==> src/include/adpcm_defs.svh <==
`ifndef ADPCM_DEFS_SVH
`define ADPCM_DEFS_SVH

// Channel count, equal to the decoder loop depth
`define ADPCM_NUM_CH 6

// Sample RAM byte address width (1024 bytes)
`define ADPCM_ADDR_W 10

// Decoded PCM sample width
`define ADPCM_PCM_W 16

// Step size clamp limits, the step also resets to the minimum
`define ADPCM_STEP_MIN 127
`define ADPCM_STEP_MAX 24576

`endif

==> src/logic/adpcm_pkg.sv <==
`include "adpcm_defs.svh"

package adpcm_pkg;

    // Channel or slot index, 0 to 5
    typedef logic [2:0] ch_t;

    // Byte address into the sample RAM
    typedef logic [`ADPCM_ADDR_W-1:0] addr_t;

    // Master holding the RAM in the current cycle
    typedef enum logic [1:0] {
        OWNER_NONE = 2'd0,
        OWNER_SEQ  = 2'd1, // Channel sequencer, highest priority
        OWNER_HOST = 2'd2  // Host loader
    } arb_owner_e;

    // Sequencer byte fetch FSM
    typedef enum logic [1:0] {
        FETCH_IDLE = 2'd0,
        FETCH_REQ  = 2'd1, // Request held until granted
        FETCH_WAIT = 2'd2  // Read data returns this cycle
    } fetch_state_e;

endpackage

==> src/logic/mem_bus_if.sv <==
`timescale 1ns/1ps

// One master's port to the shared sample RAM
interface mem_bus_if;

    logic               req;   // Held until gnt seen at a rising edge
    logic               gnt;   // Combinational grant from the arbiter
    logic               we;
    adpcm_pkg::addr_t   addr;
    logic [7:0]         wdata;
    logic [7:0]         rdata; // Valid the cycle after a read grant

    modport master (
        output req, we, addr, wdata,
        input  gnt, rdata
    );

    modport arbiter (
        input  req, we, addr, wdata,
        output gnt, rdata
    );

endinterface

==> src/logic/mem_arbiter.sv <==
`timescale 1ns/1ps

module mem_arbiter (
    input  logic             clk,
    input  logic             rst_n,
    mem_bus_if.arbiter       seq,
    mem_bus_if.arbiter       host,
    output logic             ram_en,
    output logic             ram_we,
    output adpcm_pkg::addr_t ram_addr,
    output logic [7:0]       ram_wdata,
    input  logic [7:0]       ram_rdata
);

    import adpcm_pkg::*;

    arb_owner_e owner;   // Owner this cycle
    arb_owner_e owner_q; // Owner last cycle, steers read data

    // Fixed priority, sequencer first so playback never stalls
    always_comb begin
        if (seq.req) owner = OWNER_SEQ;
        else if (host.req) owner = OWNER_HOST;
        else owner = OWNER_NONE;
    end

    assign seq.gnt  = (owner == OWNER_SEQ);
    assign host.gnt = (owner == OWNER_HOST);

    // Forward the granted master to the RAM
    always_comb begin
        ram_en    = (owner != OWNER_NONE);
        ram_we    = 1'b0;
        ram_addr  = '0;
        ram_wdata = '0;
        case (owner)
            OWNER_SEQ: begin
                ram_we    = seq.we;
                ram_addr  = seq.addr;
                ram_wdata = seq.wdata;
            end
            OWNER_HOST: begin
                ram_we    = host.we;
                ram_addr  = host.addr;
                ram_wdata = host.wdata;
            end
            default: ram_en = 1'b0;
        endcase
    end

    always_ff @(posedge clk or negedge rst_n) begin
        if (!rst_n) owner_q <= OWNER_NONE;
        else owner_q <= owner;
    end

    // Read data only back to whoever issued the read
    assign seq.rdata  = (owner_q == OWNER_SEQ)  ? ram_rdata : 8'h00;
    assign host.rdata = (owner_q == OWNER_HOST) ? ram_rdata : 8'h00;

endmodule

==> src/flat_wrapper.sv <==
// flat-port wrapper written by rule: the top's interface ports become plain ports
module mem_arbiter_flat import adpcm_pkg::*;
  (clk, rst_n, ram_en, ram_we, ram_addr, ram_wdata, ram_rdata, seq_req, seq_we, seq_addr, seq_wdata, seq_gnt, seq_rdata, host_req, host_we, host_addr, host_wdata, host_gnt, host_rdata);
  mem_bus_if seq_i ();
  mem_bus_if host_i ();
  input  logic clk;
  input  logic rst_n;
  output logic ram_en;
  output logic ram_we;
  output adpcm_pkg::addr_t ram_addr;
  output logic [7:0] ram_wdata;
  input  logic [7:0] ram_rdata;
  input wire logic [$bits(seq_i.req)-1:0] seq_req;
  input wire logic [$bits(seq_i.we)-1:0] seq_we;
  input wire logic [$bits(seq_i.addr)-1:0] seq_addr;
  input wire logic [$bits(seq_i.wdata)-1:0] seq_wdata;
  output wire logic [$bits(seq_i.gnt)-1:0] seq_gnt;
  output wire logic [$bits(seq_i.rdata)-1:0] seq_rdata;
  input wire logic [$bits(host_i.req)-1:0] host_req;
  input wire logic [$bits(host_i.we)-1:0] host_we;
  input wire logic [$bits(host_i.addr)-1:0] host_addr;
  input wire logic [$bits(host_i.wdata)-1:0] host_wdata;
  output wire logic [$bits(host_i.gnt)-1:0] host_gnt;
  output wire logic [$bits(host_i.rdata)-1:0] host_rdata;
  assign seq_i.req = seq_req;
  assign seq_i.we = seq_we;
  assign seq_i.addr = seq_addr;
  assign seq_i.wdata = seq_wdata;
  assign seq_gnt = seq_i.gnt;
  assign seq_rdata = seq_i.rdata;
  assign host_i.req = host_req;
  assign host_i.we = host_we;
  assign host_i.addr = host_addr;
  assign host_i.wdata = host_wdata;
  assign host_gnt = host_i.gnt;
  assign host_rdata = host_i.rdata;
  mem_arbiter u_core (.clk(clk), .rst_n(rst_n), .seq(seq_i), .host(host_i), .ram_en(ram_en), .ram_we(ram_we), .ram_addr(ram_addr), .ram_wdata(ram_wdata), .ram_rdata(ram_rdata));
endmodule
==> config.mk <==
export PLATFORM = sky130hd
export DESIGN_NAME = mem_arbiter_flat
export DESIGN_NICKNAME = d
export VERILOG_FILES = /design/src/logic/adpcm_pkg.sv /design/src/logic/mem_bus_if.sv /design/src/logic/mem_arbiter.sv /design/src/flat_wrapper.sv
export VERILOG_INCLUDE_DIRS = /design/src /design/src/include
export SDC_FILE = /design/constraint.sdc
export NUM_CORES = 1
export LEC_CHECK = 0
export BUFFER_PORTS_ARGS = -buffer_cell sky130_fd_sc_hd__buf_4
export CAP_MARGIN = 20
export CORE_MARGIN = 8
export CORE_UTILIZATION = 24
export DETAILED_ROUTE_END_ITERATION = 8
export GPL_ROUTABILITY_DRIVEN = 0
export PLACE_DENSITY = 0.84
export REMOVE_ABC_BUFFERS = 1
export SLEW_MARGIN = 20
export SYNTH_ARGS = -nofsm -noshare
export SYNTH_HDL_FRONTEND = slang
export SYNTH_SLANG_ARGS = --single-unit
export TNS_END_PERCENT = 1
==> constraint.sdc <==
create_clock -name clk -period 2.51 [get_ports clk]
set_input_delay 0.3765 -clock clk [delete_from_list [all_inputs] [get_ports clk]]
set_output_delay 0.3765 -clock clk [all_outputs]
set_load 0.02 [all_outputs]
==> results.md <==
- Outcome: finished clean
- WP data required: ~2100 ps
- Post-route DRC: 0
- Avg WL per Cell: roughly 16 um
- Reg clk slew, reported paths: 30 ps
- Die Y: 55.9 um
- Unrepaired setup endpoints after global routing: no
- Filler cells: between 100 and 150
- Area of the multi-input gates: 297 um^2
- Crit path capture type: output port
- Setup total negative slack: 0 ps
- CP arrival: ~1300 ps
- Synthesized area: about 380 um^2
- Worst Max-Slew Pin Slew: approximately 220 ps
- Vias in the first global route: 800
- LEAKAGE: just over 0.6 nW
- Biggest area consumer among synthesized cells: a22o_1
- Worst min path class: input pin to register
- Vias: slightly below 700
- Critical-path maximum fanout: 23
- Ys Warns: 0
- Post-CTS Setup Bufs: 0
- Sw frac: 36.0%
- Tot Pwr: ~320 uW
- Placed Cells: approximately 150
- Clock Tree Root: clkbuf_4
- Sequential fraction of the synthesis area: a little over an eighth
- WL final: ~2400 um
- Detailed Routing Iterations Pass 1: 2
- Max cap viols: 0
- Post-Route Utilization: between 70% and 80%
- Max reg flops: 2
- H-tree depth: 1
- Internal power: 203 uW
- Hold WS: 410 ps
- Global-route wire length before repair: roughly 3800 um
- WS Path Type: input pin to output port
- Initial antenna violation count: 0
- Max_slew headroom: between 80% and 90%
- Placed cell areas: a little over 0.001 mm^2
- Crit-path cells: buf_4, nor2b_2, buf_4, a22o_1, buf_4
- Initial Util: 25.4%
- IO buf count: 87
- Most frequent CP cell: buf_4
- Final worst slack: just over 800 ps
- # rows: 14
- PD cells: 300 mW/mm^2
- Register area: 50.0 um^2
- Final instance area: 0.00106 mm^2
- Mean post-synth cell area: 8.32 um^2
- Num CTS Buffers: 3
- Die area: 0.00313 mm^2
- Worst-case clock buffer depth: 2
- Hold Fails Final Rpt: 0
- Max VDD drop: 0.000232 V
- Final Setup Violations: 0
- Max stage delay cell, worst path: buf_4
- Diodes inserted: 0
- Biggest register: u_core.owner_q
- Cell count after synthesis: 46
- Biggest regs: u_core.owner_q (2)
- Clock Power Share: between 20% and 30%
- Final min period: roughly 1700 ps
- DP Wirelength: between 2000 and 2500 um
- Fmax: between 500 and 600 MHz
- Largest net degree at the start of global routing: 24
- CTS tree: done
- Detailed Route Iter0 Violations: 4
- Share of layout cells above drive strength 1: between 60% and 70%
- Top-area cell type share of the netlist area: between 40% and 50%
- Finished Layout Cells: roughly 150
- Post-detailed-route count of antenna-violating nets: 0
- GR Overflow Total: 0
- Post-layout net count: 185
- CP Launch Type: input pin
- Logic pwr share: between 60 and 70%
- Post-synthesis register bit count: 2
- Setup WS pre-CTS: around 810 ps
- Netlist cell types: 9
- CP max stage delay: ~250 ps
- Die Wd: approximately 56 um
- Io pins: just under 90
- Final period utilization: 67.7%
- Layout area overhead: 177%
- Sequential power share: 10.9%
- Synth top area cells: a22o_1 (43%), and2_1 (26%), dfrtp_1 (13%), buf_6 (5.9%), and2b_1 (3.9%)
- Clock sink total: 2
- Tot GR Track Use: between 10 and 15%
- NetSw: ~110 uW
- Vias/cell: around 4.7
- Fin. max-slew vios: 0
- Core area: 0.00151 mm^2
-- Yosys cell counts --
master and instances:
a22o_1 19, and2_1 16, and2b_1 2, buf_2 2
buf_6 2, dfrtp_1 2, clkbuf_1 1, nor2b_2 1
or2_1 1
-- metal layers --
metal	track usage, %	vias to the layer above	wire (um)
met2	27.4	53	1230
met4	4.12	0	19
met1	12.7	293	801
met3	8.68	2	337
met5	0	-	0
li1	-	346	-
-- power by group through the flow --
stage	sequential, mW	clock, mW	combinational, mW
6_report	0.0347	0.0739	0.209
3_3_place_gp	0.0350	0	0.207
3_5_place_dp	0.0351	0	0.210
4_1_cts	0.0347	0.0766	0.211
5_1_grt	0.0350	0.0790	0.222
2_1_floorplan	0.0349	0	0.0836
-- cell usage in the layout (no fill, tap or decap), drive strengths merged --
master and n:
dlygate4sd3 1, or2 1, clkbuf 3, and2b 2, buf 88, and2 16, a22o 19, nor2b 1
dfrtp 2
-- kinds of logic after synthesis --
group | share of synthesized area (%)
AOI/OAI and AO/OA | 43.5
DFF | 13.1
and+or+nand+nor | 34.0
buffers and inverters | 9.48
-- cell type report --
class,instances,area share (%)
Clock buffer,3,2.13
Multi-Input combinational cell,39,28.0
Tap cell,16,1.89
Timing Repair Buffer,89,63.3
Sequential cell,2,4.72
-- path summary, 6_finish.rpt --
path | start | endpoint | slack [ps] | cells after the start
max | seq_req | ram_addr[3] | 810 | 5
min | seq_req | u_core.owner_q[0] | 410 | 1
max in group asynchronous | rst_n | u_core.owner_q[0] | 1930 | 2
min in group asynchronous | rst_n | u_core.owner_q[1] | 490 | 2
-- repair_timing --
action | 4_1_cts | 5_1_grt
resized for setup | 0 | 0
hold buffers | 1 | 0
hold endpoints to repair | 2 | 0
-- worst max-delay path, delay by kind of cell --
family                 cells  cell delay [ps]
AO/OA/AOI/OAI              1              160
AND/OR/NAND/NOR            1              210
buffers and inverters      3              580
(Power assumes the default switching activity.)
