[src/include/adpcm_defs.svh]
`ifndef ADPCM_DEFS_SVH
`define ADPCM_DEFS_SVH

// Channel count, equal to the decoder loop depth
`define ADPCM_NUM_CH 6

// Sample RAM byte address width (1024 bytes)
`define ADPCM_ADDR_W 10

// Decoded PCM sample width
`define ADPCM_PCM_W 16

// Step size clamp limits, the step also resets to the minimum
`define ADPCM_STEP_MIN 127
`define ADPCM_STEP_MAX 24576

`endif

[src/logic/adpcm_decode.sv]
`timescale 1ns/1ps
`include "adpcm_defs.svh"

module adpcm_decode (
    input  logic                           clk,
    input  logic                           rst_n,
    input  logic                           cen,   // One pipeline step per strobe
    input  logic [3:0]                     data,  // Sign and 3-bit magnitude
    input  logic                           chon,  // Slot's channel is playing
    output logic signed [`ADPCM_PCM_W-1:0] pcm
);

    localparam int PCM_W  = `ADPCM_PCM_W;
    localparam int STEP_W = $clog2(`ADPCM_STEP_MAX + 1); // 15 bits

    localparam logic signed [PCM_W-1:0] PCM_MAX = {1'b0, {(PCM_W-1){1'b1}}};
    localparam logic signed [PCM_W-1:0] PCM_MIN = {1'b1, {(PCM_W-1){1'b0}}};
    localparam logic [STEP_W-1:0] STEP_LO = STEP_W'(`ADPCM_STEP_MIN);
    localparam logic [STEP_W-1:0] STEP_HI = STEP_W'(`ADPCM_STEP_MAX);

    // Values per stage with six channels in flight
    logic signed [PCM_W-1:0] x1, x2, x3, x4, x5, x6;
    logic [STEP_W-1:0]       step1, step2, step6;
    logic [STEP_W+1:0]       step3, step4, step5; // Unclamped 17-bit step
    logic [3:0]              d2;
    logic [PCM_W-1:0]        d3, d4;
    logic                    sign2, sign3, sign4, sign5;
    logic                    chon2, chon3, chon4, chon5;
    logic                    sign_equ4, sign_equ5; // Delta sign matches value sign
    logic [7:0]              step_val;
    logic [STEP_W+3:0]       d2l;
    logic [STEP_W+7:0]       step2l;

    assign pcm = x2; // State before this slot's nibble

    // Stage II multipliers
    always_comb begin
        if (!d2[3]) begin
            step_val = 8'd57; // Small magnitude shrinks the step
        end else begin
            case (d2[2:1])
                2'b00:   step_val = 8'd77;
                2'b01:   step_val = 8'd102;
                2'b10:   step_val = 8'd128;
                default: step_val = 8'd153;
            endcase
        end
        d2l    = d2 * step2;       // Magnitude times step before the /8
        step2l = step_val * step2; // /64 taken below
    end

    always_ff @(posedge clk or negedge rst_n) begin
        if (!rst_n) begin
            x1 <= '0;
            x2 <= '0;
            x3 <= '0;
            x4 <= '0;
            x5 <= '0;
            x6 <= '0;
            step1 <= STEP_LO;
            step2 <= STEP_LO;
            step3 <= (STEP_W+2)'(`ADPCM_STEP_MIN);
            step4 <= (STEP_W+2)'(`ADPCM_STEP_MIN);
            step5 <= (STEP_W+2)'(`ADPCM_STEP_MIN);
            step6 <= STEP_LO;
            d2 <= '0;
            d3 <= '0;
            d4 <= '0;
            sign2 <= 1'b0;
            sign3 <= 1'b0;
            sign4 <= 1'b0;
            sign5 <= 1'b0;
            chon2 <= 1'b0;
            chon3 <= 1'b0;
            chon4 <= 1'b0;
            chon5 <= 1'b0;
            sign_equ4 <= 1'b0;
            sign_equ5 <= 1'b0;
        end else if (cen) begin
            // I  magnitude with LSB forced and sign split
            d2    <= {data[2:0], 1'b1};
            sign2 <= data[3];
            x2    <= x1;
            step2 <= step1;
            chon2 <= chon;
            // II  delta and next step
            d3    <= d2l[PCM_W+2:3];
            sign3 <= sign2;
            x3    <= x2;
            step3 <= step2l[STEP_W+7:6];
            chon3 <= chon2;
            // III  negate delta
            d4        <= sign3 ? ~d3 + 1'b1 : d3;
            sign4     <= sign3;
            sign_equ4 <= (sign3 == x3[PCM_W-1]);
            x4        <= x3;
            step4     <= step3;
            chon4     <= chon3;
            // IV  sum
            x5        <= x4 + $signed(d4);
            sign5     <= sign4;
            sign_equ5 <= sign_equ4;
            step5     <= step4;
            chon5     <= chon4;
            // V  saturate and clamp or reset an idle slot
            if (chon5) begin
                if (sign_equ5 && (sign5 != x5[PCM_W-1])) x6 <= sign5 ? PCM_MIN : PCM_MAX;
                else x6 <= x5;
                if (step5 < `ADPCM_STEP_MIN) step6 <= STEP_LO;
                else if (step5 > `ADPCM_STEP_MAX) step6 <= STEP_HI;
                else step6 <= step5[STEP_W-1:0];
            end else begin
                x6    <= '0;
                step6 <= STEP_LO;
            end
            // VI  back round the loop
            x1    <= x6;
            step1 <= step6;
        end
    end

endmodule

[config.mk]
export PLATFORM = sky130hd
export DESIGN_NAME = adpcm_decode
export DESIGN_NICKNAME = d
export VERILOG_FILES = /design/src/logic/adpcm_decode.sv
export VERILOG_INCLUDE_DIRS = /design/src /design/src/include
export SDC_FILE = /design/constraint.sdc
export NUM_CORES = 1
export LEC_CHECK = 0
export ABC_AREA = 1
export BUFFER_PORTS_ARGS = -buffer_cell sky130_fd_sc_hd__buf_2
export CORE_ASPECT_RATIO = 2
export CORE_UTILIZATION = 40
export DETAILED_ROUTE_END_ITERATION = 10
export PLACE_DENSITY = 0.55
export SLEW_MARGIN = 15
export SYNTH_ARGS = -nofsm -noshare
export SYNTH_HDL_FRONTEND = slang
export SYNTH_SLANG_ARGS = --single-unit
[constraint.sdc]
create_clock -name clk -period 5.1 [get_ports clk]
set_input_delay 0.765 -clock clk [delete_from_list [all_inputs] [get_ports clk]]
set_output_delay 0.765 -clock clk [all_outputs]
set_load 0.02 [all_outputs]
==> results_dict.tcl <==
set metrics [dict create \
    tightest_slew_ns 0.987 \
    dieArea_sq_um 39900 \
    cts_buffer_depth 3 \
    cts_buffers 25 \
    yosysSeqAreaShare_pct 38.5 \
    end_kind "register" \
    clk_latency_ns 0.55 \
    cts.sinks 238 \
    path_cells "inv_1, ha_1, o21ai_2, buf_2, buf_4, nor2_1, fa_1, inv_1, fa_1, fa_1, inv_1, ha_1, ha_1, inv_1, o21ai_0, nor2_2, nor2_1, nor3_1, nand3_1, nand3_1, nand2_1" \
    yosysUniqueCellTypes 39 \
    top_regs "step3: 17 flops, step4: 17 flops, step5: 17 flops" \
    seqCellArea_sq_um 6010 \
    path_class "reg -> reg" \
    hold_viol 0 \
    switching_share_pct 38.9 \
    num_vias 12400 \
    synth_area_sq_um 15600 \
    gr-total-overflow 0 \
    grt_max_degree 134 \
    cts_root_buffer "clkbuf_16" \
    power.density_nw_per_um2 434 \
    cts_tree "built" \
    maxSlewHeadroom_pct 34.2 \
    die_height_um 281 \
    synthTopCellsByArea "dfrtp_1, nand2_1, fa_1" \
    clk_pin_slew_worst_paths_ns 0.07 \
    cts_max_level 1 \
    p_sw_mw 2.96 \
    num_rows 102 \
    worst-path-buf-inv 6 \
    yosysWarnings 0 \
    areaGrowthSynthToFinish_pct 12.0 \
    finalSetupTns_ns 0 \
    syn_inst 1942 \
    crit_slowest_cell "fa_1" \
    io_buffers 23 \
    p_leak_nw 9.27 \
    min_period_ns 4.91 \
    crit_family "adder cells" \
    multi_input_area_sq_um 8420 \
    synth_top_area_share_pct 31.4 \
    power_frac_seq_pct 34.1 \
    start_kind "register" \
    cp_common_cell "inv_1" \
    initial_core_util_pct 40.5 \
    dp_hpwl_um 34300 \
    grt_usage_pct 23.2 \
    mappedNetlistNets 2135 \
    cts_hold_buffers 0 \
    antenna-diode-count 0 \
    drive_above_1_share_pct 10.5 \
    max_stage_delay_ns 0.55 \
    core_area_sq_um 38500 \
    avgSynthCellArea_sq_um 8.04 \
    finalMaxSlewViolations 0 \
    final.setup_skew_ns 0.0286 \
    final_area_sq_um 17500 \
    wl_per_cell_um 17.7 \
    power_frac_comb_pct 39.8 \
    maxCapViolCount 0 \
    drtAntennaViolNets 0 \
    critical_path_required_ns 5.55 \
    status "complete, no violations" \
    post_dp_cell_area_sq_um 16500 \
    drc_errors 0 \
    ys_seq_elements 238 \
    final.period_utilization_pct 96.3 \
    synth_edf_count 0 \
    setup_viol 0 \
    power_mw 7.59 \
    async_reset_ff_share_pct 100 \
    via_per_inst 4.95 \
    synthFlopType "dfrtp_1" \
    cp_max_fo 5 \
    arrival_ns 5.36 \
    fmax_mhz 204 \
    clkPwrFrac_pct 26.1 \
    rsz0062_at_grt "yes" \
    grt_pass1_vias 13100 \
    nets 2162 \
    dr.pass1.iters 5 \
    hp-class "in -> async" \
    io_pins 24 \
    yosys.area.top_type "dfrtp_1" \
    internal_power_mw 4.63 \
    vdd_ir_drop_max_uv 258 \
    n_fill_cell 3925 \
    place_congestion 0.945 \
    wirelength_um 44400 \
    drtIter0Drc 534 \
    die_w_um 142 \
    grt_first_pass_wirelength_um 70100 \
    antenna_found_initial 1 \
]
==> worst paths after layout <==
kind,from,to,slack (ns),cells past startpoint
min in group clk,chon,chon2$_DFFE_PN0P_,0.45,3
worst max register to register,d2[1]$_DFFE_PN0P_,step3[16]$_DFFE_PN0P_,0.19,21
worst min register to register,step4[1]$_DFFE_PN1P_,step4[1]$_DFFE_PN1P_,0.46,2
worst max-delay path,d2[1]$_DFFE_PN0P_,step3[16]$_DFFE_PN0P_,0.19,21
worst min-delay path,rst_n,pcm[2]$_DFFE_PN0P_,0.22,1
max in group asynchronous,rst_n,step4[5]$_DFFE_PN1P_,3.77,2
==> area by class of cell <==
type                            count  share of cell area (%)
Clock buffer                       33                    3.98
Clock inverter                     13                    1.09
Inverter                          276                    5.96
Multi-Input combinational cell   1363                    48.1
Sequential cell                   238                    34.3
Tap cell                          520                    3.72
Timing Repair Buffer               65                    2.77
==> cell usage after synthesis (all sizes together), types with 6 or more instances <==
master / count
clkbuf: 50
o22ai: 17
a31oi: 6
a21oi: 60
nand4: 8
xor2: 15
dfrtp: 196
nand2: 660
o21ai: 115
dfstp: 42
nand3b: 13
nor3: 19
a21o: 8
xnor2: 20
inv: 276
ha: 83
nor2: 145
nand3: 67
fa: 102
buf: 15
or2: 6
==> cells in the final DEF, fill, tap and decap left out, drive strengths merged, types with 20 or more instances in the layout <==
cell type    n
fa         102
buf         65
nand2      660
nor2       145
nand3       67
inv        278
dfstp       42
ha          83
xnor2       20
dfrtp      196
a21oi       60
o21ai      115
clkbuf      33
==> worst reg2reg max path, delay by kind of cell, from the launching register on <==
| family | cells | cell delay, ns |
|---|---|---|
| adders and majority gates | 6 | 2.50 |
| and+or+nand+nor | 7 | 0.85 |
| buffers and inverters | 6 | 0.75 |
| DFF | 1 | 0.39 |
| AOI/OAI and AO/OA | 2 | 0.33 |
==> metrics by stage <==
step / util, % / hold slack [ns] / setup WS [ns] / cells
after CTS: 45.0 / 0.253 / 0.0838 / 2504
after floorplan: - / 0.439 / 0.183 / 1942
after global routing: 45.4 / 0.282 / -0.0500 / 2508
after detailed placement: 42.7 / 0.453 / 0.0902 / 2458
final: 45.4 / 0.217 / 0.190 / 2508
after global placement: 42.7 / 0.453 / 0.148 / 2458
==> kinds of logic after synthesis <==
| logic type | after synthesis | synth area share, % |
|---|---|---|
| AND/OR/NAND/NOR | 923 | 23.8 |
| buffers and inverters | 341 | 8.33 |
| flip-flops | 238 | 38.5 |
| AO/OA/AOI/OAI | 220 | 7.75 |
| adder cells (fa/ha/maj) | 185 | 19.7 |
| XOR/XNOR | 35 | 1.96 |
==> metal layers <==
layer / global-route usage [%] / routed length [um]
met5: 0 / 0
met2: 47.4 / 25200
met4: 15.8 / 3490
met3: 2.04 / 979
met1: 20.9 / 14600
==> power groups by stage <==
stage                     logic (mW)  clock network [mW]  registers [mW]
after global placement          2.90                   0            2.61
final                           3.02                1.98            2.59
after floorplan                 2.04                   0            2.55
after CTS                       2.96                2.03            2.59
after detailed placement        2.95                   0            2.62
after global routing            3.43                2.10            2.63
==> repair_timing <==
| action | 4_1_cts | 5_1_grt |
|---|---|---|
| hold endpoints to repair | 0 | 0 |
| setup endpoints to repair | 0 | 11 |
| gates resized for setup | 0 | 34 |
| buffers inserted | 0 | 3 |
Power figures use the tool's default switching activity.
