`src/include/adpcm_defs.svh`:
```
`ifndef ADPCM_DEFS_SVH
`define ADPCM_DEFS_SVH

// Channel count, equal to the decoder loop depth
`define ADPCM_NUM_CH 6

// Sample RAM byte address width (1024 bytes)
`define ADPCM_ADDR_W 10

// Decoded PCM sample width
`define ADPCM_PCM_W 16

// Step size clamp limits, the step also resets to the minimum
`define ADPCM_STEP_MIN 127
`define ADPCM_STEP_MAX 24576

`endif

```
`src/logic/adpcm_pkg.sv`:
```
`include "adpcm_defs.svh"

package adpcm_pkg;

    // Channel or slot index, 0 to 5
    typedef logic [2:0] ch_t;

    // Byte address into the sample RAM
    typedef logic [`ADPCM_ADDR_W-1:0] addr_t;

    // Master holding the RAM in the current cycle
    typedef enum logic [1:0] {
        OWNER_NONE = 2'd0,
        OWNER_SEQ  = 2'd1, // Channel sequencer, highest priority
        OWNER_HOST = 2'd2  // Host loader
    } arb_owner_e;

    // Sequencer byte fetch FSM
    typedef enum logic [1:0] {
        FETCH_IDLE = 2'd0,
        FETCH_REQ  = 2'd1, // Request held until granted
        FETCH_WAIT = 2'd2  // Read data returns this cycle
    } fetch_state_e;

endpackage

```
`src/logic/mem_bus_if.sv`:
```
`timescale 1ns/1ps

// One master's port to the shared sample RAM
interface mem_bus_if;

    logic               req;   // Held until gnt seen at a rising edge
    logic               gnt;   // Combinational grant from the arbiter
    logic               we;
    adpcm_pkg::addr_t   addr;
    logic [7:0]         wdata;
    logic [7:0]         rdata; // Valid the cycle after a read grant

    modport master (
        output req, we, addr, wdata,
        input  gnt, rdata
    );

    modport arbiter (
        input  req, we, addr, wdata,
        output gnt, rdata
    );

endinterface

```
`src/logic/channel_sequencer.sv`:
```
`timescale 1ns/1ps
`include "adpcm_defs.svh"

module channel_sequencer (
    input  logic                     clk,
    input  logic                     rst_n,
    input  logic                     cen,       // Slot advance strobe
    input  logic                     key_on,
    input  logic                     key_off,
    input  adpcm_pkg::ch_t           key_ch,
    input  adpcm_pkg::addr_t         key_start,
    input  adpcm_pkg::addr_t         key_end,
    output logic [`ADPCM_NUM_CH-1:0] ch_active,
    mem_bus_if.master                bus,
    output logic [3:0]               data,      // Nibble of the current slot
    output logic                     chon,
    output adpcm_pkg::ch_t           pcm_ch     // Slot shown on pcm
);

    import adpcm_pkg::*;

    localparam int  NUM_CH  = `ADPCM_NUM_CH;
    localparam ch_t LAST_CH = ch_t'(NUM_CH - 1);

    ch_t               slot;      // Slot presented at the next cen
    ch_t               fetch_ch;  // Channel the fetch in flight belongs to
    fetch_state_e      fstate;
    logic [NUM_CH-1:0] active;
    logic [NUM_CH-1:0] phase;     // Set when the low nibble is next
    logic [NUM_CH-1:0] loaded;    // Byte buffer holds the current byte
    addr_t             cur_addr [NUM_CH];
    addr_t             end_addr [NUM_CH];
    logic [7:0]        byte_buf [NUM_CH];
    logic              need_fetch;
    logic              consume;
    logic              at_end;

    // Current slot wants a new byte before its turn
    assign need_fetch = active[slot] & ~phase[slot] & ~loaded[slot];

    // Slot output, a slot without its byte presents chon low
    assign chon = active[slot] & loaded[slot];
    assign data = phase[slot] ? byte_buf[slot][3:0] : byte_buf[slot][7:4];

    assign consume = cen & chon;
    assign at_end  = (cur_addr[slot] == end_addr[slot]);

    always_ff @(posedge clk or negedge rst_n) begin
        if (!rst_n) begin
            slot     <= '0;
            pcm_ch   <= LAST_CH; // First cen shows slot 0
            fstate   <= FETCH_IDLE;
            fetch_ch <= '0;
            active   <= '0;
            phase    <= '0;
            loaded   <= '0;
        end else begin
            if (cen) begin
                pcm_ch <= slot;
                slot   <= (slot == LAST_CH) ? ch_t'(0) : ch_t'(slot + 1'b1);
            end
            // Nibble handed to the decoder
            if (consume) begin
                if (!phase[slot]) begin
                    phase[slot] <= 1'b1;
                end else begin
                    phase[slot]  <= 1'b0;
                    loaded[slot] <= 1'b0;
                    if (at_end) active[slot] <= 1'b0; // Last nibble played
                end
            end
            case (fstate)
                FETCH_IDLE: begin
                    if (need_fetch) begin
                        fetch_ch <= slot;
                        fstate   <= FETCH_REQ;
                    end
                end
                FETCH_REQ: if (bus.gnt) fstate <= FETCH_WAIT;
                FETCH_WAIT: begin
                    loaded[fetch_ch] <= 1'b1; // rdata captured below
                    fstate           <= FETCH_IDLE;
                end
                default: fstate <= FETCH_IDLE;
            endcase
            // Key control overrides slot updates on the same channel
            if (key_off) active[key_ch] <= 1'b0;
            if (key_on) begin
                active[key_ch] <= 1'b1;
                phase[key_ch]  <= 1'b0; // High nibble first
                loaded[key_ch] <= 1'b0;
            end
        end
    end

    // Addresses and byte buffers
    always_ff @(posedge clk) begin
        if (fstate == FETCH_WAIT) byte_buf[fetch_ch] <= bus.rdata;
        if (consume && phase[slot] && !at_end) cur_addr[slot] <= cur_addr[slot] + 1'b1;
        if (key_on) begin
            cur_addr[key_ch] <= key_start;
            end_addr[key_ch] <= key_end;
        end
    end

    assign bus.req   = (fstate == FETCH_REQ);
    assign bus.we    = 1'b0;               // Read-only master
    assign bus.addr  = cur_addr[fetch_ch];
    assign bus.wdata = 8'h00;

    assign ch_active = active;

endmodule

```
`src/flat_wrapper.sv`:
```
// flat-port wrapper written by rule: the top's interface ports become plain ports
module channel_sequencer_flat import adpcm_pkg::*;
  (clk, rst_n, cen, key_on, key_off, key_ch, key_start, key_end, ch_active, data, chon, pcm_ch, bus_req, bus_we, bus_addr, bus_wdata, bus_gnt, bus_rdata);
  mem_bus_if bus_i ();
  input  logic clk;
  input  logic rst_n;
  input  logic cen;
  input  logic key_on;
  input  logic key_off;
  input  adpcm_pkg::ch_t key_ch;
  input  adpcm_pkg::addr_t key_start;
  input  adpcm_pkg::addr_t key_end;
  output logic [`ADPCM_NUM_CH-1:0] ch_active;
  output logic [3:0] data;
  output logic chon;
  output adpcm_pkg::ch_t pcm_ch;
  output wire logic [$bits(bus_i.req)-1:0] bus_req;
  output wire logic [$bits(bus_i.we)-1:0] bus_we;
  output wire logic [$bits(bus_i.addr)-1:0] bus_addr;
  output wire logic [$bits(bus_i.wdata)-1:0] bus_wdata;
  input wire logic [$bits(bus_i.gnt)-1:0] bus_gnt;
  input wire logic [$bits(bus_i.rdata)-1:0] bus_rdata;
  assign bus_req = bus_i.req;
  assign bus_we = bus_i.we;
  assign bus_addr = bus_i.addr;
  assign bus_wdata = bus_i.wdata;
  assign bus_i.gnt = bus_gnt;
  assign bus_i.rdata = bus_rdata;
  channel_sequencer u_core (.clk(clk), .rst_n(rst_n), .cen(cen), .key_on(key_on), .key_off(key_off), .key_ch(key_ch), .key_start(key_start), .key_end(key_end), .ch_active(ch_active), .bus(bus_i), .data(data), .chon(chon), .pcm_ch(pcm_ch));
endmodule
```
`config.mk`:
```
export PLATFORM = sky130hd
export DESIGN_NAME = channel_sequencer_flat
export DESIGN_NICKNAME = d
export VERILOG_FILES = /design/src/logic/adpcm_pkg.sv /design/src/logic/mem_bus_if.sv /design/src/logic/channel_sequencer.sv /design/src/flat_wrapper.sv
export VERILOG_INCLUDE_DIRS = /design/src /design/src/include
export SDC_FILE = /design/constraint.sdc
export NUM_CORES = 1
export LEC_CHECK = 0
export ABC_AREA = 1
export BUFFER_PORTS_ARGS = -buffer_cell sky130_fd_sc_hd__buf_2
export CAP_MARGIN = 10
export CORE_UTILIZATION = 40
export CTS_BUF_LIST = sky130_fd_sc_hd__clkbuf_8 sky130_fd_sc_hd__clkbuf_16
export DETAILED_ROUTE_END_ITERATION = 8
export REMOVE_ABC_BUFFERS = 1
export SETUP_SLACK_MARGIN = 0.5
export SKIP_CTS_REPAIR_TIMING = 1
export SYNTH_ARGS = -nofsm -noshare
export SYNTH_HDL_FRONTEND = slang
export SYNTH_SLANG_ARGS = --single-unit
```
`constraint.sdc`:
```
create_clock -name clk -period 2.3 [get_ports clk]
set_input_delay 0 -clock clk [delete_from_list [all_inputs] [get_ports clk]]
set_output_delay 0 -clock clk [all_outputs]
set_load 0.01 [all_outputs]
```
==> results.toml <==
[synthesis]
synthAdderAreaFrac_pct = 0.1248
synth-edff-count = 168
syn-instance-count = 1141
synth_top_family_by_area = "simple AND/OR/NAND/NOR gates"
synth_xor_area_share_pct = 0.3368
yosys_warnings = 0
synth-compound-area-share_pct = 11.43
seq_area_frac_synth_pct = 57.56
yosys.area.top_type = "edfxtp_1"
yosys.area.top_type_share_pct = 50.30
async_flop_share_pct = 14.72
ys_seq_elements = 197
synth_simple_gate_area_share_pct = 23.38
ys_dominant_reg_cell = "edfxtp_1"
yosysUniqueCellTypes = 42
synthMuxAreaShare_pct = 0
syn-cell-area_um2 = 10030
synth.area.top_cells = "edfxtp_1 50%, nand2_1 14%, dfrtp_1 6.7%, o21ai_0 4.5%, nor2_1 4.0%"
synth.avg_cell_area_um2 = 8.790

[pwr]
clkPwrFrac_pct = 20.6
p_sw_mw = 6.420
p_per_area_nw_per_um2 = 1172
p_int_mw = 8.908
leakagePower_nw = 5.477
p_comb_share_pct = 48.8
total_power_mw = 15.33
seq_power_share_pct = 30.6
ir_drop_v = 0.0005490
p_sw_share_pct = 41.89

[cts]
cts-buffers-inserted = 17
cts_tree = "done"
cts_max_level = 4
clk_latency_ns = 0.45
clock_sinks = 197
cts_buffer_depth = 2
clk_pin_slew_worst_paths_ns = 0.09
root_buffer = "clkbuf_16"

[job]
maxCapViolCount = 0

[routing]
drt_wl_total_um = 30750
wire_per_inst_um = 18.48
drc = 0
vias = 8759
drtAntennaViolNets = 0
via_per_inst = 5.264
first_pass_iters = 8
drtIter0Drc = 814

[cells_and_area]
drive_above_1_share_pct = 25.60
layout_commonest_cell = "nand2_1"
fill_cells = 2217
syn2layout_area_growth_pct = 30.44
diodes = 0
layout_common_cells = "339 x nand2_1, 168 x edfxtp_1, 93 x inv_1"
fin_cells = 1664
final_nets = 1365

[critical_path]
r2r_cells = 13
worstReg2RegStart = "u_core.slot[0]$_DFFE_PN0P_"
arrival_ns = 2.70
end_kind = "flop"
required_ns = 2.51
r2r_end = "u_core.cur_addr[2][6]$_DFFE_PP_"
crit_slowest_cell = "dfrtp_4"
cp_cell_sequence = "inv_8, buf_4, nor2_2, nand2_1, nand3_1, nor2_2, o21ai_0, nand2_2, nor2_4, nand3_4, nand2_2, nand2_4, clkbuf_16"
crit_type = "reg2reg"
ff2ff_setup_slack_ns = -0.19
critPathMaxFanout = 8
start_kind = "flop"
cpPeakStageDelay_ns = 0.58

[placed_design]
gp_congestion = 0.9140
post-place-ws_ns = -0.2485
dp.cells = 1591
portBuffers = 61
dp_hpwl_um = 20950

[floorplanning]
design.die.area_um2 = 25710
start_util_pct = 41.00
die_width_um = 160.3
ios = 71
num_rows = 57
fp.dieH_um = 160.3
core_um2 = 24460

[worst_hold_path]
min_path_cells = 5
hold_path_class = "in2reg"
holdPathEnd = "u_core.ch_active[2]$_DFF_PN0_"
hp-start = "key_ch[2]"

[global_route]
first_global_vias = 8034
antenna_found_initial = 0
grt_max_degree = 30
grt_first_pass_wirelength_um = 45390
overflow = 0
gr-usage-all-layers_pct = 23.55

[timing]
timing.hold.ws_ns = -0.02262
slew_headroom_pct = 52.63
post-route-min-period_ns = 2.491
drv_slew = 0
clock_skew_ns = 0.01442
setup_violations = 98
grt_setup_unrepaired = "yes"
hold_violations = 2
tightest_slew_ns = 0.7106
period_share_pct = 108.3
setup_ws_ns = -0.1909
max_freq_mhz = 401.5

[run_status]
violations = "negative hold slack, negative setup slack"
status = "finished with violations"
## area by class of cell
class                   count  area, um2  area share [%]
inverters                 107      417.9           3.194
well taps                 324      405.4           3.099
flip-flops and latches    197       5781           44.19
repair buffers            214       1814           13.87
multi-input cells         790       4035           30.84
clock buffers              17      425.4           3.252
clock inverters            15      203.9           1.559
## critical path: cells and delay by family, from the launching register on
kind / cells / cell delay, ns
and+or+nand+nor: 9 / 0.99
DFF: 1 / 0.58
buffers and inverters: 3 / 0.43
AOI/OAI and AO/OA: 1 / 0.25
## through the flow
stage / TNS [ns] / instance area [um2] / utilization (%)
2_1_floorplan: -266.73 / 9746 / -
3_3_place_gp: -15.65 / 11440 / 46.77
3_5_place_dp: -18.97 / 11440 / 46.77
4_1_cts: -21.48 / 12070 / 49.34
5_1_grt: -23.78 / 13080 / 53.48
6_report: -11.81 / 13080 / 53.48
## cells by family (layout without fill, tap and decap cells)
logic type	count (synthesis)	after routing
buffers and inverters	162	353
AND/OR/NAND/NOR	574	574
XOR/XNOR	3	3
flip-flops	197	197
AO/OA/AOI/OAI	203	203
adder cells (fa/ha/maj)	1	1
other	1	9
## Yosys cell counts, types with 2 or more instances
master     count
nand2_1      376
edfxtp_1     168
nor2_1       108
inv_1         99
o21ai_0       90
nand3_1       51
a21oi_1       49
dfrtp_1       27
buf_2         17
o21ai_1       17
clkbuf_1      16
buf_4         15
nand4_1       11
o2111ai_1      9
o211ai_1       9
a22oi_1        7
inv_2          7
nand2_2        7
nor2_2         7
a31oi_1        6
a22o_1         4
buf_6          4
nor3_1         4
buf_1          3
nand3_2        3
nor2_4         3
o31ai_1        3
a21boi_0       2
dfstp_2        2
nor3_2         2
o22ai_1        2
or2_2          2
xor2_1         2
## worst max path at each step
stage               slack (ns)                              end                  startpoint  depth (start not counted)
finish                   -0.19  u_core.cur_addr[2][6]$_DFFE_PP_  u_core.slot[0]$_DFFE_PN0P_                         13
CTS                      -0.28  u_core.cur_addr[3][4]$_DFFE_PP_  u_core.slot[0]$_DFFE_PN0P_                         13
floorplan                -2.31  u_core.cur_addr[3][0]$_DFFE_PP_  u_core.slot[0]$_DFFE_PN0P_                         12
global placement         -0.22  u_core.cur_addr[3][3]$_DFFE_PP_  u_core.slot[0]$_DFFE_PN0P_                         13
detailed placement       -0.25  u_core.cur_addr[3][3]$_DFFE_PP_  u_core.slot[0]$_DFFE_PN0P_                         13
global route             -0.32  u_core.cur_addr[2][6]$_DFFE_PP_  u_core.slot[0]$_DFFE_PN0P_                         13
## sequential cells by signal, summed over array words and instances, names as in the netlist
register          cells
u_core.cur_addr      60
u_core.end_addr      60
u_core.byte_buf      48
u_core.ch_active      6
u_core.loaded         6
u_core.phase          6
u_core.fetch_ch       3
u_core.pcm_ch         3
u_core.slot           3
u_core.fstate         2
## power groups by stage
| stage | clock (mW) | sequential (mW) | combinational, mW |
|---|---|---|---|
| detailed placement | 0 | 4.74 | 6.31 |
| CTS | 3.18 | 4.66 | 6.33 |
| global route | 3.29 | 4.72 | 8.12 |
| finish | 3.16 | 4.69 | 7.48 |
| global placement | 0 | 4.73 | 6.24 |
| floorplan | 0 | 4.86 | 3.24 |
## per-layer routing
layer	GRT usage (%)	vias up	part of all wire [%]	routed length, um
met3	3.383	72	6.5	2014
met5	0	-	0	0
met2	38.79	377	48	14800
met1	31.62	4141	43	13140
met4	8.745	0	2.6	797
li1	-	4169	-	-
No activity file was read; power rests on OpenSTA's default activity.
