--- src/include/adpcm_defs.svh ---
`ifndef ADPCM_DEFS_SVH
`define ADPCM_DEFS_SVH

// Channel count, equal to the decoder loop depth
`define ADPCM_NUM_CH 6

// Sample RAM byte address width (1024 bytes)
`define ADPCM_ADDR_W 10

// Decoded PCM sample width
`define ADPCM_PCM_W 16

// Step size clamp limits, the step also resets to the minimum
`define ADPCM_STEP_MIN 127
`define ADPCM_STEP_MAX 24576

`endif

--- src/logic/adpcm_pkg.sv ---
`include "adpcm_defs.svh"

package adpcm_pkg;

    // Channel or slot index, 0 to 5
    typedef logic [2:0] ch_t;

    // Byte address into the sample RAM
    typedef logic [`ADPCM_ADDR_W-1:0] addr_t;

    // Master holding the RAM in the current cycle
    typedef enum logic [1:0] {
        OWNER_NONE = 2'd0,
        OWNER_SEQ  = 2'd1, // Channel sequencer, highest priority
        OWNER_HOST = 2'd2  // Host loader
    } arb_owner_e;

    // Sequencer byte fetch FSM
    typedef enum logic [1:0] {
        FETCH_IDLE = 2'd0,
        FETCH_REQ  = 2'd1, // Request held until granted
        FETCH_WAIT = 2'd2  // Read data returns this cycle
    } fetch_state_e;

endpackage

--- src/logic/mem_bus_if.sv ---
`timescale 1ns/1ps

// One master's port to the shared sample RAM
interface mem_bus_if;

    logic               req;   // Held until gnt seen at a rising edge
    logic               gnt;   // Combinational grant from the arbiter
    logic               we;
    adpcm_pkg::addr_t   addr;
    logic [7:0]         wdata;
    logic [7:0]         rdata; // Valid the cycle after a read grant

    modport master (
        output req, we, addr, wdata,
        input  gnt, rdata
    );

    modport arbiter (
        input  req, we, addr, wdata,
        output gnt, rdata
    );

endinterface

--- src/logic/host_loader.sv ---
`timescale 1ns/1ps

module host_loader (
    input  logic             clk,
    input  logic             rst_n,
    input  logic             host_we,    // One-cycle write strobe
    input  adpcm_pkg::addr_t host_addr,
    input  logic [7:0]       host_wdata,
    output logic             host_busy,  // High while a write is pending
    mem_bus_if.master        bus
);

    import adpcm_pkg::*;

    addr_t      pend_addr;
    logic [7:0] pend_data;
    logic       accept;

    assign accept = host_we & ~host_busy; // Strobes while busy are dropped

    always_ff @(posedge clk or negedge rst_n) begin
        if (!rst_n) begin
            host_busy <= 1'b0;
        end else if (accept) begin
            host_busy <= 1'b1;
        end else if (host_busy && bus.gnt) begin
            host_busy <= 1'b0; // Write done at the grant edge
        end
    end

    // Pending byte, only loaded on an accepted strobe
    always_ff @(posedge clk) begin
        if (accept) begin
            pend_addr <= host_addr;
            pend_data <= host_wdata;
        end
    end

    assign bus.req   = host_busy;
    assign bus.we    = 1'b1;      // Host only writes
    assign bus.addr  = pend_addr;
    assign bus.wdata = pend_data;

endmodule

--- src/flat_wrapper.sv ---
// flat-port wrapper written by rule: the top's interface ports become plain ports
module host_loader_flat import adpcm_pkg::*;
  (clk, rst_n, host_we, host_addr, host_wdata, host_busy, bus_req, bus_we, bus_addr, bus_wdata, bus_gnt, bus_rdata);
  mem_bus_if bus_i ();
  input  logic clk;
  input  logic rst_n;
  input  logic host_we;
  input  adpcm_pkg::addr_t host_addr;
  input  logic [7:0] host_wdata;
  output logic host_busy;
  output wire logic [$bits(bus_i.req)-1:0] bus_req;
  output wire logic [$bits(bus_i.we)-1:0] bus_we;
  output wire logic [$bits(bus_i.addr)-1:0] bus_addr;
  output wire logic [$bits(bus_i.wdata)-1:0] bus_wdata;
  input wire logic [$bits(bus_i.gnt)-1:0] bus_gnt;
  input wire logic [$bits(bus_i.rdata)-1:0] bus_rdata;
  assign bus_req = bus_i.req;
  assign bus_we = bus_i.we;
  assign bus_addr = bus_i.addr;
  assign bus_wdata = bus_i.wdata;
  assign bus_i.gnt = bus_gnt;
  assign bus_i.rdata = bus_rdata;
  host_loader u_core (.clk(clk), .rst_n(rst_n), .host_we(host_we), .host_addr(host_addr), .host_wdata(host_wdata), .host_busy(host_busy), .bus(bus_i));
endmodule
--- config.mk ---
export PLATFORM = sky130hd
export DESIGN_NAME = host_loader_flat
export DESIGN_NICKNAME = d
export VERILOG_FILES = /design/src/logic/adpcm_pkg.sv /design/src/logic/mem_bus_if.sv /design/src/logic/host_loader.sv /design/src/flat_wrapper.sv
export VERILOG_INCLUDE_DIRS = /design/src /design/src/include
export SDC_FILE = /design/constraint.sdc
export NUM_CORES = 1
export LEC_CHECK = 0
export ABC_AREA = 1
export BUFFER_PORTS_ARGS = -buffer_cell sky130_fd_sc_hd__buf_2
export CORE_UTILIZATION = 36
export CTS_CLUSTER_SIZE = 14
export DETAILED_ROUTE_END_ITERATION = 8
export PLACE_DENSITY = 0.76
export SETUP_SLACK_MARGIN = 0.02
export SLEW_MARGIN = 20
export SYNTH_ARGS = -nofsm -noshare
export SYNTH_HDL_FRONTEND = slang
export SYNTH_SLANG_ARGS = --single-unit
--- constraint.sdc ---
create_clock -name clk -period 1.5 [get_ports clk]
set_input_delay 0.075 -clock clk [delete_from_list [all_inputs] [get_ports clk]]
set_output_delay 0.075 -clock clk [all_outputs]
set_load 0.005 [all_outputs]
==> results.rst, run 1 <==
.. list-table::
   :header-rows: 1

   * - Metric
     - Value
   * - Final total negative setup slack
     - 0 ps
   * - Worst setup timing slack at the placement stage
     - 379 ps
   * - Peak ir drop on the vdd network
     - 0.510 mV
   * - Critical Setup Path Class
     - flip-flop to flip-flop
   * - Clk_skew
     - 9.98 ps
   * - Layout cells sized above 1
     - 0.511
   * - Final nets
     - 123
   * - Post-DRT Antenna Nets
     - 0
   * - Chip height
     - 43.2 um
   * - Clock latency on the worst-skew pair
     - a little under 300 ps
   * - Power per cell area
     - ~980 nW/um2
   * - Number of antenna violations at the first check in global routing
     - 0
   * - Total of flip-flops plus latches after synthesis
     - 19
   * - Setup repair after global routing missed its margin
     - no
   * - Hold-fix buffers, CTS
     - 20
   * - Avg Inst Size Synth
     - approximately 22 um2
   * - Maximum root-to-sink buffer count
     - 2
   * - Final-report setup violation count
     - 0
   * - Post-Synthesis Net Count
     - 58
   * - Floorplan die area
     - around 1900 um2
   * - Worst Setup End Kind
     - flip-flop
   * - Number of different library cells in the post-synthesis netlist
     - 7
   * - Total routing usage reported by global routing
     - 0.170
   * - Min Tclk post-route
     - between 1000 and 1500 ps
   * - Maximum fanout count along the critical path
     - 18
   * - Standard-cell rows
     - 14
   * - CTS sink count
     - 19
   * - Data arrival time of the worst path
     - 1120 ps
   * - Number of buffers added by the clock tree synthesis step
     - 3
   * - Placeable core region
     - 1540 um2
   * - Post-CTS Resized
     - 0
   * - Number of detailed-route iterations in the first pass
     - 2
   * - Post-synth design cell area
     - 612 um2
   * - Outcome
     - completed
   * - Initial Util
     - 0.397
   * - Total gr overflow
     - 0
   * - Max-capacitance violation count
     - 0
   * - TritonCTS clock tree
     - built
   * - Number of instances in the synthesized netlist
     - 28
   * - Number of warnings issued by yosys
     - 0
   * - DR vias
     - 458
   * - Share of the cycle needed by the critical path after routing
     - 0.760
   * - Detailed-placement wirelength estimate
     - 807 um
   * - Largest net degree at the start of global routing
     - 19
   * - Drc violations
     - 0
   * - Weighted congestion at the end of routability-driven global placement
     - 0.598
   * - Area growth from synthesis to layout
     - 72.6%
   * - WL per Instance
     - 12.5 um
   * - Initial drt markers
     - 2
   * - Antenna cell count
     - 0
   * - Reported leakage power
     - 0.477 nW
   * - Average vias per placed instance
     - 4.24
   * - Die W
     - around 43 um
   * - Highest clock rate
     - between 800 and 900 MHz
   * - CTS Root Buffer Type
     - sky130_fd_sc_hd__clkbuf_4
   * - Number of top-level design ports
     - around 50
   * - Critical Path Source Type
     - flip-flop
   * - First-pass GRT wire length
     - approximately 2200 um
   * - Part of the Yosys area used for sequential elements
     - 0.924
   * - Wire length after detailed routing
     - 1350 um
   * - Hold Path Class
     - input pin to flip-flop
   * - Setup ws final
     - 360 ps
   * - Via count of the first global-routing pass
     - 471
   * - Clock-pin slew of the registers on the worst-case setup and hold paths
     - 110 ps
   * - Required time of the critical path
     - about 1500 ps
   * - Number of buffers inserted by port buffering
     - 41
   * - Pins Over Slew Limit
     - 0
   * - Final hold viol count
     - 0
   * - CTS H-tree depth
     - 1
   * - Buffer count from post-CTS setup fixing
     - 0
-- layer usage --
metal | GRT usage | part of all wire | wire, um | vias up
li1 | - | - | - | 223
met1 | 0.196 | 0.38 | 512 | 214
met2 | 0.275 | 0.56 | 751 | 21
met3 | 0.0596 | 0.062 | 83 | 0
met4 | 0.0909 | 0 | 0 | 0
met5 | 0 | 0 | 0 | -
-- per-stage QoR --
step / power [W] / hold WS [ps] / instances / instance area [um2] / utilization
2_1_floorplan: 0.000689 / -221 / 28 / 612 / -
3_3_place_gp: 0.000750 / -150 / 84 / 830 / 0.538
3_5_place_dp: 0.000755 / -149 / 84 / 830 / 0.538
4_1_cts: 0.00104 / 17.2 / 108 / 1060 / 0.685
5_1_grt: 0.00109 / 24.3 / 108 / 1060 / 0.685
6_report: 0.00103 / 14.7 / 108 / 1060 / 0.685
-- worst max-delay path, cell delays in order (launching register included) --
cell and delay (ps):
sky130_fd_sc_hd__dfrtp_1 420, sky130_fd_sc_hd__inv_1 70, sky130_fd_sc_hd__nand2_2 50, sky130_fd_sc_hd__inv_1 50
sky130_fd_sc_hd__buf_4 240
-- sequential cells by signal, indices dropped and copies added, names as in the netlist --
name / flops
u_core.bus.wdata: 8
u_core.bus.addr: 10
u_core.bus.req: 1
-- path summary, 6_finish.rpt --
check	startpoint	to	slack [ps]	depth (start not counted)
worst max-delay path	u_core.bus.req$_DFFE_PN0P_	u_core.bus.wdata[0]$_DFFE_PP_	360	4
worst min-delay path	bus_gnt	u_core.bus.req$_DFFE_PN0P_	10	4
worst max register to register	u_core.bus.req$_DFFE_PN0P_	u_core.bus.wdata[0]$_DFFE_PP_	360	4
worst min register to register	u_core.bus.req$_DFFE_PN0P_	u_core.bus.req$_DFFE_PN0P_	560	2
max in group asynchronous	rst_n	u_core.bus.req$_DFFE_PN0P_	1360	2
min in group asynchronous	rst_n	u_core.bus.req$_DFFE_PN0P_	60	2
-- placed cells by master, fill, tap and decap left out --
cell,n
sky130_fd_sc_hd__nand2_2,2
sky130_fd_sc_hd__inv_1,3
sky130_fd_sc_hd__clkbuf_1,1
sky130_fd_sc_hd__dfrtp_1,1
sky130_fd_sc_hd__nand2_1,1
sky130_fd_sc_hd__clkbuf_4,3
sky130_fd_sc_hd__buf_4,1
sky130_fd_sc_hd__dlygate4sd3_1,20
sky130_fd_sc_hd__edfxtp_1,18
sky130_fd_sc_hd__buf_2,41
sky130_fd_sc_hd__conb_1,1
-- final cells by class --
| class | instances | area, um2 |
|---|---|---|
| Tap cell | 16 | 20.0 |
| Fill cell | 122 | 485 |
| Clock buffer | 4 | 26.3 |
| Timing Repair Buffer | 62 | 413 |
| Inverter | 3 | 11.3 |
| Sequential cell | 19 | 566 |
| Multi-Input combinational cell | 4 | 20.0 |
-- where the power goes --
part | switching, W | internal, W
combinational | 0.0000582 | 0.0000856
sequential | 0.0000112 | 0.000628
clock | 0.000147 | 0.000103
total | 0.000216 | 0.000817
-- synth_stat cells, drive strengths merged --
| cell | n | area share |
|---|---|---|
| inv | 3 | 0.018 |
| buf | 2 | 0.025 |
| dfrtp | 1 | 0.041 |
| edfxtp | 18 | 0.88 |
| nand2 | 3 | 0.027 |
| conb | 1 | 0.0061 |
-- kinds of logic after synthesis --
kind of cell           count (synthesis)  synth area share
other                                  1           0.00613
AND/OR/NAND/NOR                        3            0.0266
buffers and inverters                  5            0.0429
flip-flops                            19             0.924
Power figures use the tool's default switching activity.
==> inputs of run 2 (changes only) <==
Clock period 1.5 ns to 1.05 ns, I/O delays scaled along.
==> results.rst, run 2 (synthesized netlist as in run 1, its figures left out) <==
.. list-table::
   :header-rows: 1

   * - Metric
     - Value
   * - Hold Path Class
     - input pin to async pin
   * - Leading cell types in the layout, fill and taps excluded
     - sky130_fd_sc_hd__buf_2 (41), sky130_fd_sc_hd__dlygate4sd3_1 (20), sky130_fd_sc_hd__edfxtp_1 (18)
   * - Sequential share of power
     - 0.593 (-0.026)
   * - Wire length after detailed routing
     - 1350 um (+0.15%)
   * - Drc violations
     - 0 (unchanged)
   * - Highest clock rate
     - 930 MHz (+6.0%)
   * - Data arrival time of the worst path
     - 1090 ps (-30 ps)
   * - Antenna cell count
     - 0 (unchanged)
   * - Outcome
     - finished with violations
   * - CTS Root Buffer Type
     - sky130_fd_sc_hd__clkbuf_4
   * - Depth of the worst register-to-register path
     - 4 (unchanged)
   * - Min Tclk post-route
     - 1080 ps (-64.5 ps)
   * - Via count of the first global-routing pass
     - 448 (-4.9%)
   * - Setup repair after global routing missed its margin
     - yes
   * - Reported leakage power
     - 0.504 nW (+5.6%)
   * - Number of buffers inserted by port buffering
     - 41 (unchanged)
   * - Clock power share
     - 0.231 (-0.011)
   * - Largest net degree at the start of global routing
     - 19 (unchanged)
   * - CTS sink count
     - 19 (unchanged)
   * - Sw power
     - 0.000325 W (+50%)
   * - Initial drt markers
     - 12 (+10)
   * - Cells along the critical path
     - inv_2 -> nand2_4 -> clkinvlp_4 -> clkbuf_16
   * - Switching share of power
     - 0.211 (+0.00187)
   * - Final-report setup violation count
     - 14 (+14)
   * - Average vias per placed instance
     - 4.21 (-0.83%)
   * - Share of the cycle needed by the critical path after routing
     - 1.02 (+0.264)
   * - Final nets
     - 127 (+3.3%)
   * - Critical Setup Path Class
     - flip-flop to flip-flop
   * - Number of top-level design ports
     - 51 (unchanged)
   * - Number of buffers and inverters on the critical path
     - 3 (unchanged)
   * - DR vias
     - 471 (+2.8%)
   * - WL per Instance
     - 12.0 um (-3.4%)
   * - Detailed-placement wirelength estimate
     - 843 um (+4.5%)
   * - Area growth from synthesis to layout
     - 84.5%
   * - Pins Over Slew Limit
     - 0 (unchanged)
   * - Final hold viol count
     - 0 (unchanged)
   * - Cell family contributing the most delay on the critical path
     - flip-flops
   * - Die W
     - 43.2 um (unchanged)
   * - Number of antenna violations at the first check in global routing
     - 0 (unchanged)
   * - Weighted congestion at the end of routability-driven global placement
     - 0.627 (+4.9%)
   * - First-pass GRT wire length
     - 1990 um (-8.5%)
   * - Maximum root-to-sink buffer count
     - 2 (unchanged)
   * - Layout cells sized above 1
     - 0.552 (+0.0412)
   * - Number of detailed-route iterations in the first pass
     - 4 (+2)
   * - Number of buffers added by the clock tree synthesis step
     - 3 (unchanged)
   * - Chip height
     - 43.2 um (unchanged)
   * - Highest cell delay on the worst timing path
     - 410 ps (about the same)
   * - Total routing usage reported by global routing
     - 0.152 (-0.0178)
   * - CTS H-tree depth
     - 1 (unchanged)
   * - Worst Setup End Kind
     - flip-flop
   * - Endpoint of the lowest-slack register-to-register path
     - u_core.bus.wdata[0]$_DFFE_PP_
   * - Max reg flops
     - 10 (unchanged)
   * - Critical Path Source Type
     - flip-flop
   * - Violated checks
     - setup timing
   * - Clock-pin slew of the registers on the worst-case setup and hold paths
     - 100 ps (about the same)
   * - Final total negative setup slack
     - -224 ps (-224 ps)
   * - Peak ir drop on the vdd network
     - 0.917 mV (+80%)
   * - Power per cell area
     - 1360 nW/um2 (+39%)
   * - Fin cells
     - 112 (+3.7%)
   * - Clock latency on the worst-skew pair
     - 280 ps (about the same)
   * - Register-to-Register Setup Slack
     - -30 ps (-390 ps)
   * - Placeable core region
     - 1540 um2 (unchanged)
   * - Part of the power in combinational logic
     - 0.177 (+0.038)
   * - Placed Cells
     - 85 (+1.2%)
   * - Required time of the critical path
     - 1070 ps (-410 ps)
   * - TritonCTS clock tree
     - built
   * - Cell internal pwr
     - 0.00121 W (+49%)
   * - Startpoint of the lowest-slack register-to-register path
     - u_core.bus.req$_DFFE_PN0P_
   * - Post-DRT Antenna Nets
     - 0 (unchanged)
   * - Standard-cell rows
     - 14 (unchanged)
   * - Initial Util
     - 0.397 (unchanged)
   * - Max-capacitance violation count
     - 0 (unchanged)
   * - Floorplan die area
     - 1870 um2 (unchanged)
   * - Clk_skew
     - 3.37 ps (-6.61 ps)
   * - Maximum fanout count along the critical path
     - 5 (-13)
   * - Total gr overflow
     - 0 (unchanged)
   * - Worst-path cell with the longest stage delay
     - sky130_fd_sc_hd__dfrtp_1
   * - Setup ws final
     - -25.0 ps (-386 ps)
   * - Leading cell type in the layout, fill and taps excluded
     - sky130_fd_sc_hd__buf_2
==> run 2: cell count changes in the layout (fill, tap and decap cells not counted), sizes merged <==
cell,previous run,this run
clkinvlp,0,1
buf,42,45
clkbuf,4,5
inv,3,2
==> run 2: power groups by stage <==
stage | sequential (W) | combinational [W] | clock, W
after floorplan | 0.000940 | 0.0000472 | 0
after global placement | 0.000926 | 0.000169 | 0
after detailed placement | 0.000928 | 0.000175 | 0
after CTS | 0.000911 | 0.000230 | 0.000361
after global routing | 0.000917 | 0.000293 | 0.000407
final | 0.000912 | 0.000272 | 0.000355
==> run 2: repair_timing <==
item / CTS / global route
setup endpoints to repair: 18 / 20
gates resized for setup: 0 / 2
buffers inserted: 0 / 1
cloned: 0 / 2
hold buffers: 19 / 1
hold endpoints to repair: 19 / 1
pin swaps: 0 / 0
==> run 2: how the worst max path moves through the flow <==
stage                               startpoint                       endpoint  cells after the start
finish              u_core.bus.req$_DFFE_PN0P_  u_core.bus.wdata[0]$_DFFE_PP_                      4
global route        u_core.bus.req$_DFFE_PN0P_  u_core.bus.wdata[2]$_DFFE_PP_                      4
CTS                 u_core.bus.req$_DFFE_PN0P_   u_core.bus.addr[7]$_DFFE_PP_                      4
detailed placement  u_core.bus.req$_DFFE_PN0P_   u_core.bus.addr[7]$_DFFE_PP_                      4
global placement    u_core.bus.req$_DFFE_PN0P_   u_core.bus.addr[5]$_DFFE_PP_                      4
floorplan           u_core.bus.req$_DFFE_PN0P_   u_core.bus.addr[0]$_DFFE_PP_                      3
==> run 2: routing by layer <==
metal / routed length, um / track usage / vias up
met1: 565 / 0.188 / 224
li1: - / - / 230
met4: 0 / 0.0667 / 0
met3: 72 / 0.0426 / 0
met2: 711 / 0.248 / 17
met5: 0 / 0 / -
==> run 2: cell type report <==
type / instances / area, um2
inverter: 3 / 15.0
tap: 16 / 20.0
sequential: 19 / 566
clock buffer: 4 / 26.3
fill: 115 / 413
timing repair buffer: 66 / 477
multi-input combinational: 4 / 25.0
==> run 2: worst register-to-register path, stage by stage (launching register included) <==
cell	delay, ps
sky130_fd_sc_hd__dfrtp_1	410
sky130_fd_sc_hd__inv_2	70
sky130_fd_sc_hd__nand2_4	50
sky130_fd_sc_hd__clkinvlp_4	120
sky130_fd_sc_hd__clkbuf_16	160
==> run 2: per-stage QoR <==
step           hold slack [ps]  area (um2)  total power, W   util  worst slack, ps
6_report                  56.6        1130         0.00154  0.732            -25.0
3_5_place_dp              -169         853         0.00110  0.554             8.54
4_1_cts                   8.79        1070         0.00150  0.694            -5.86
3_3_place_gp              -172         853         0.00109  0.554             40.5
2_1_floorplan             -243         616        0.000987      -            -57.2
5_1_grt                   37.3        1130         0.00162  0.732            -61.9
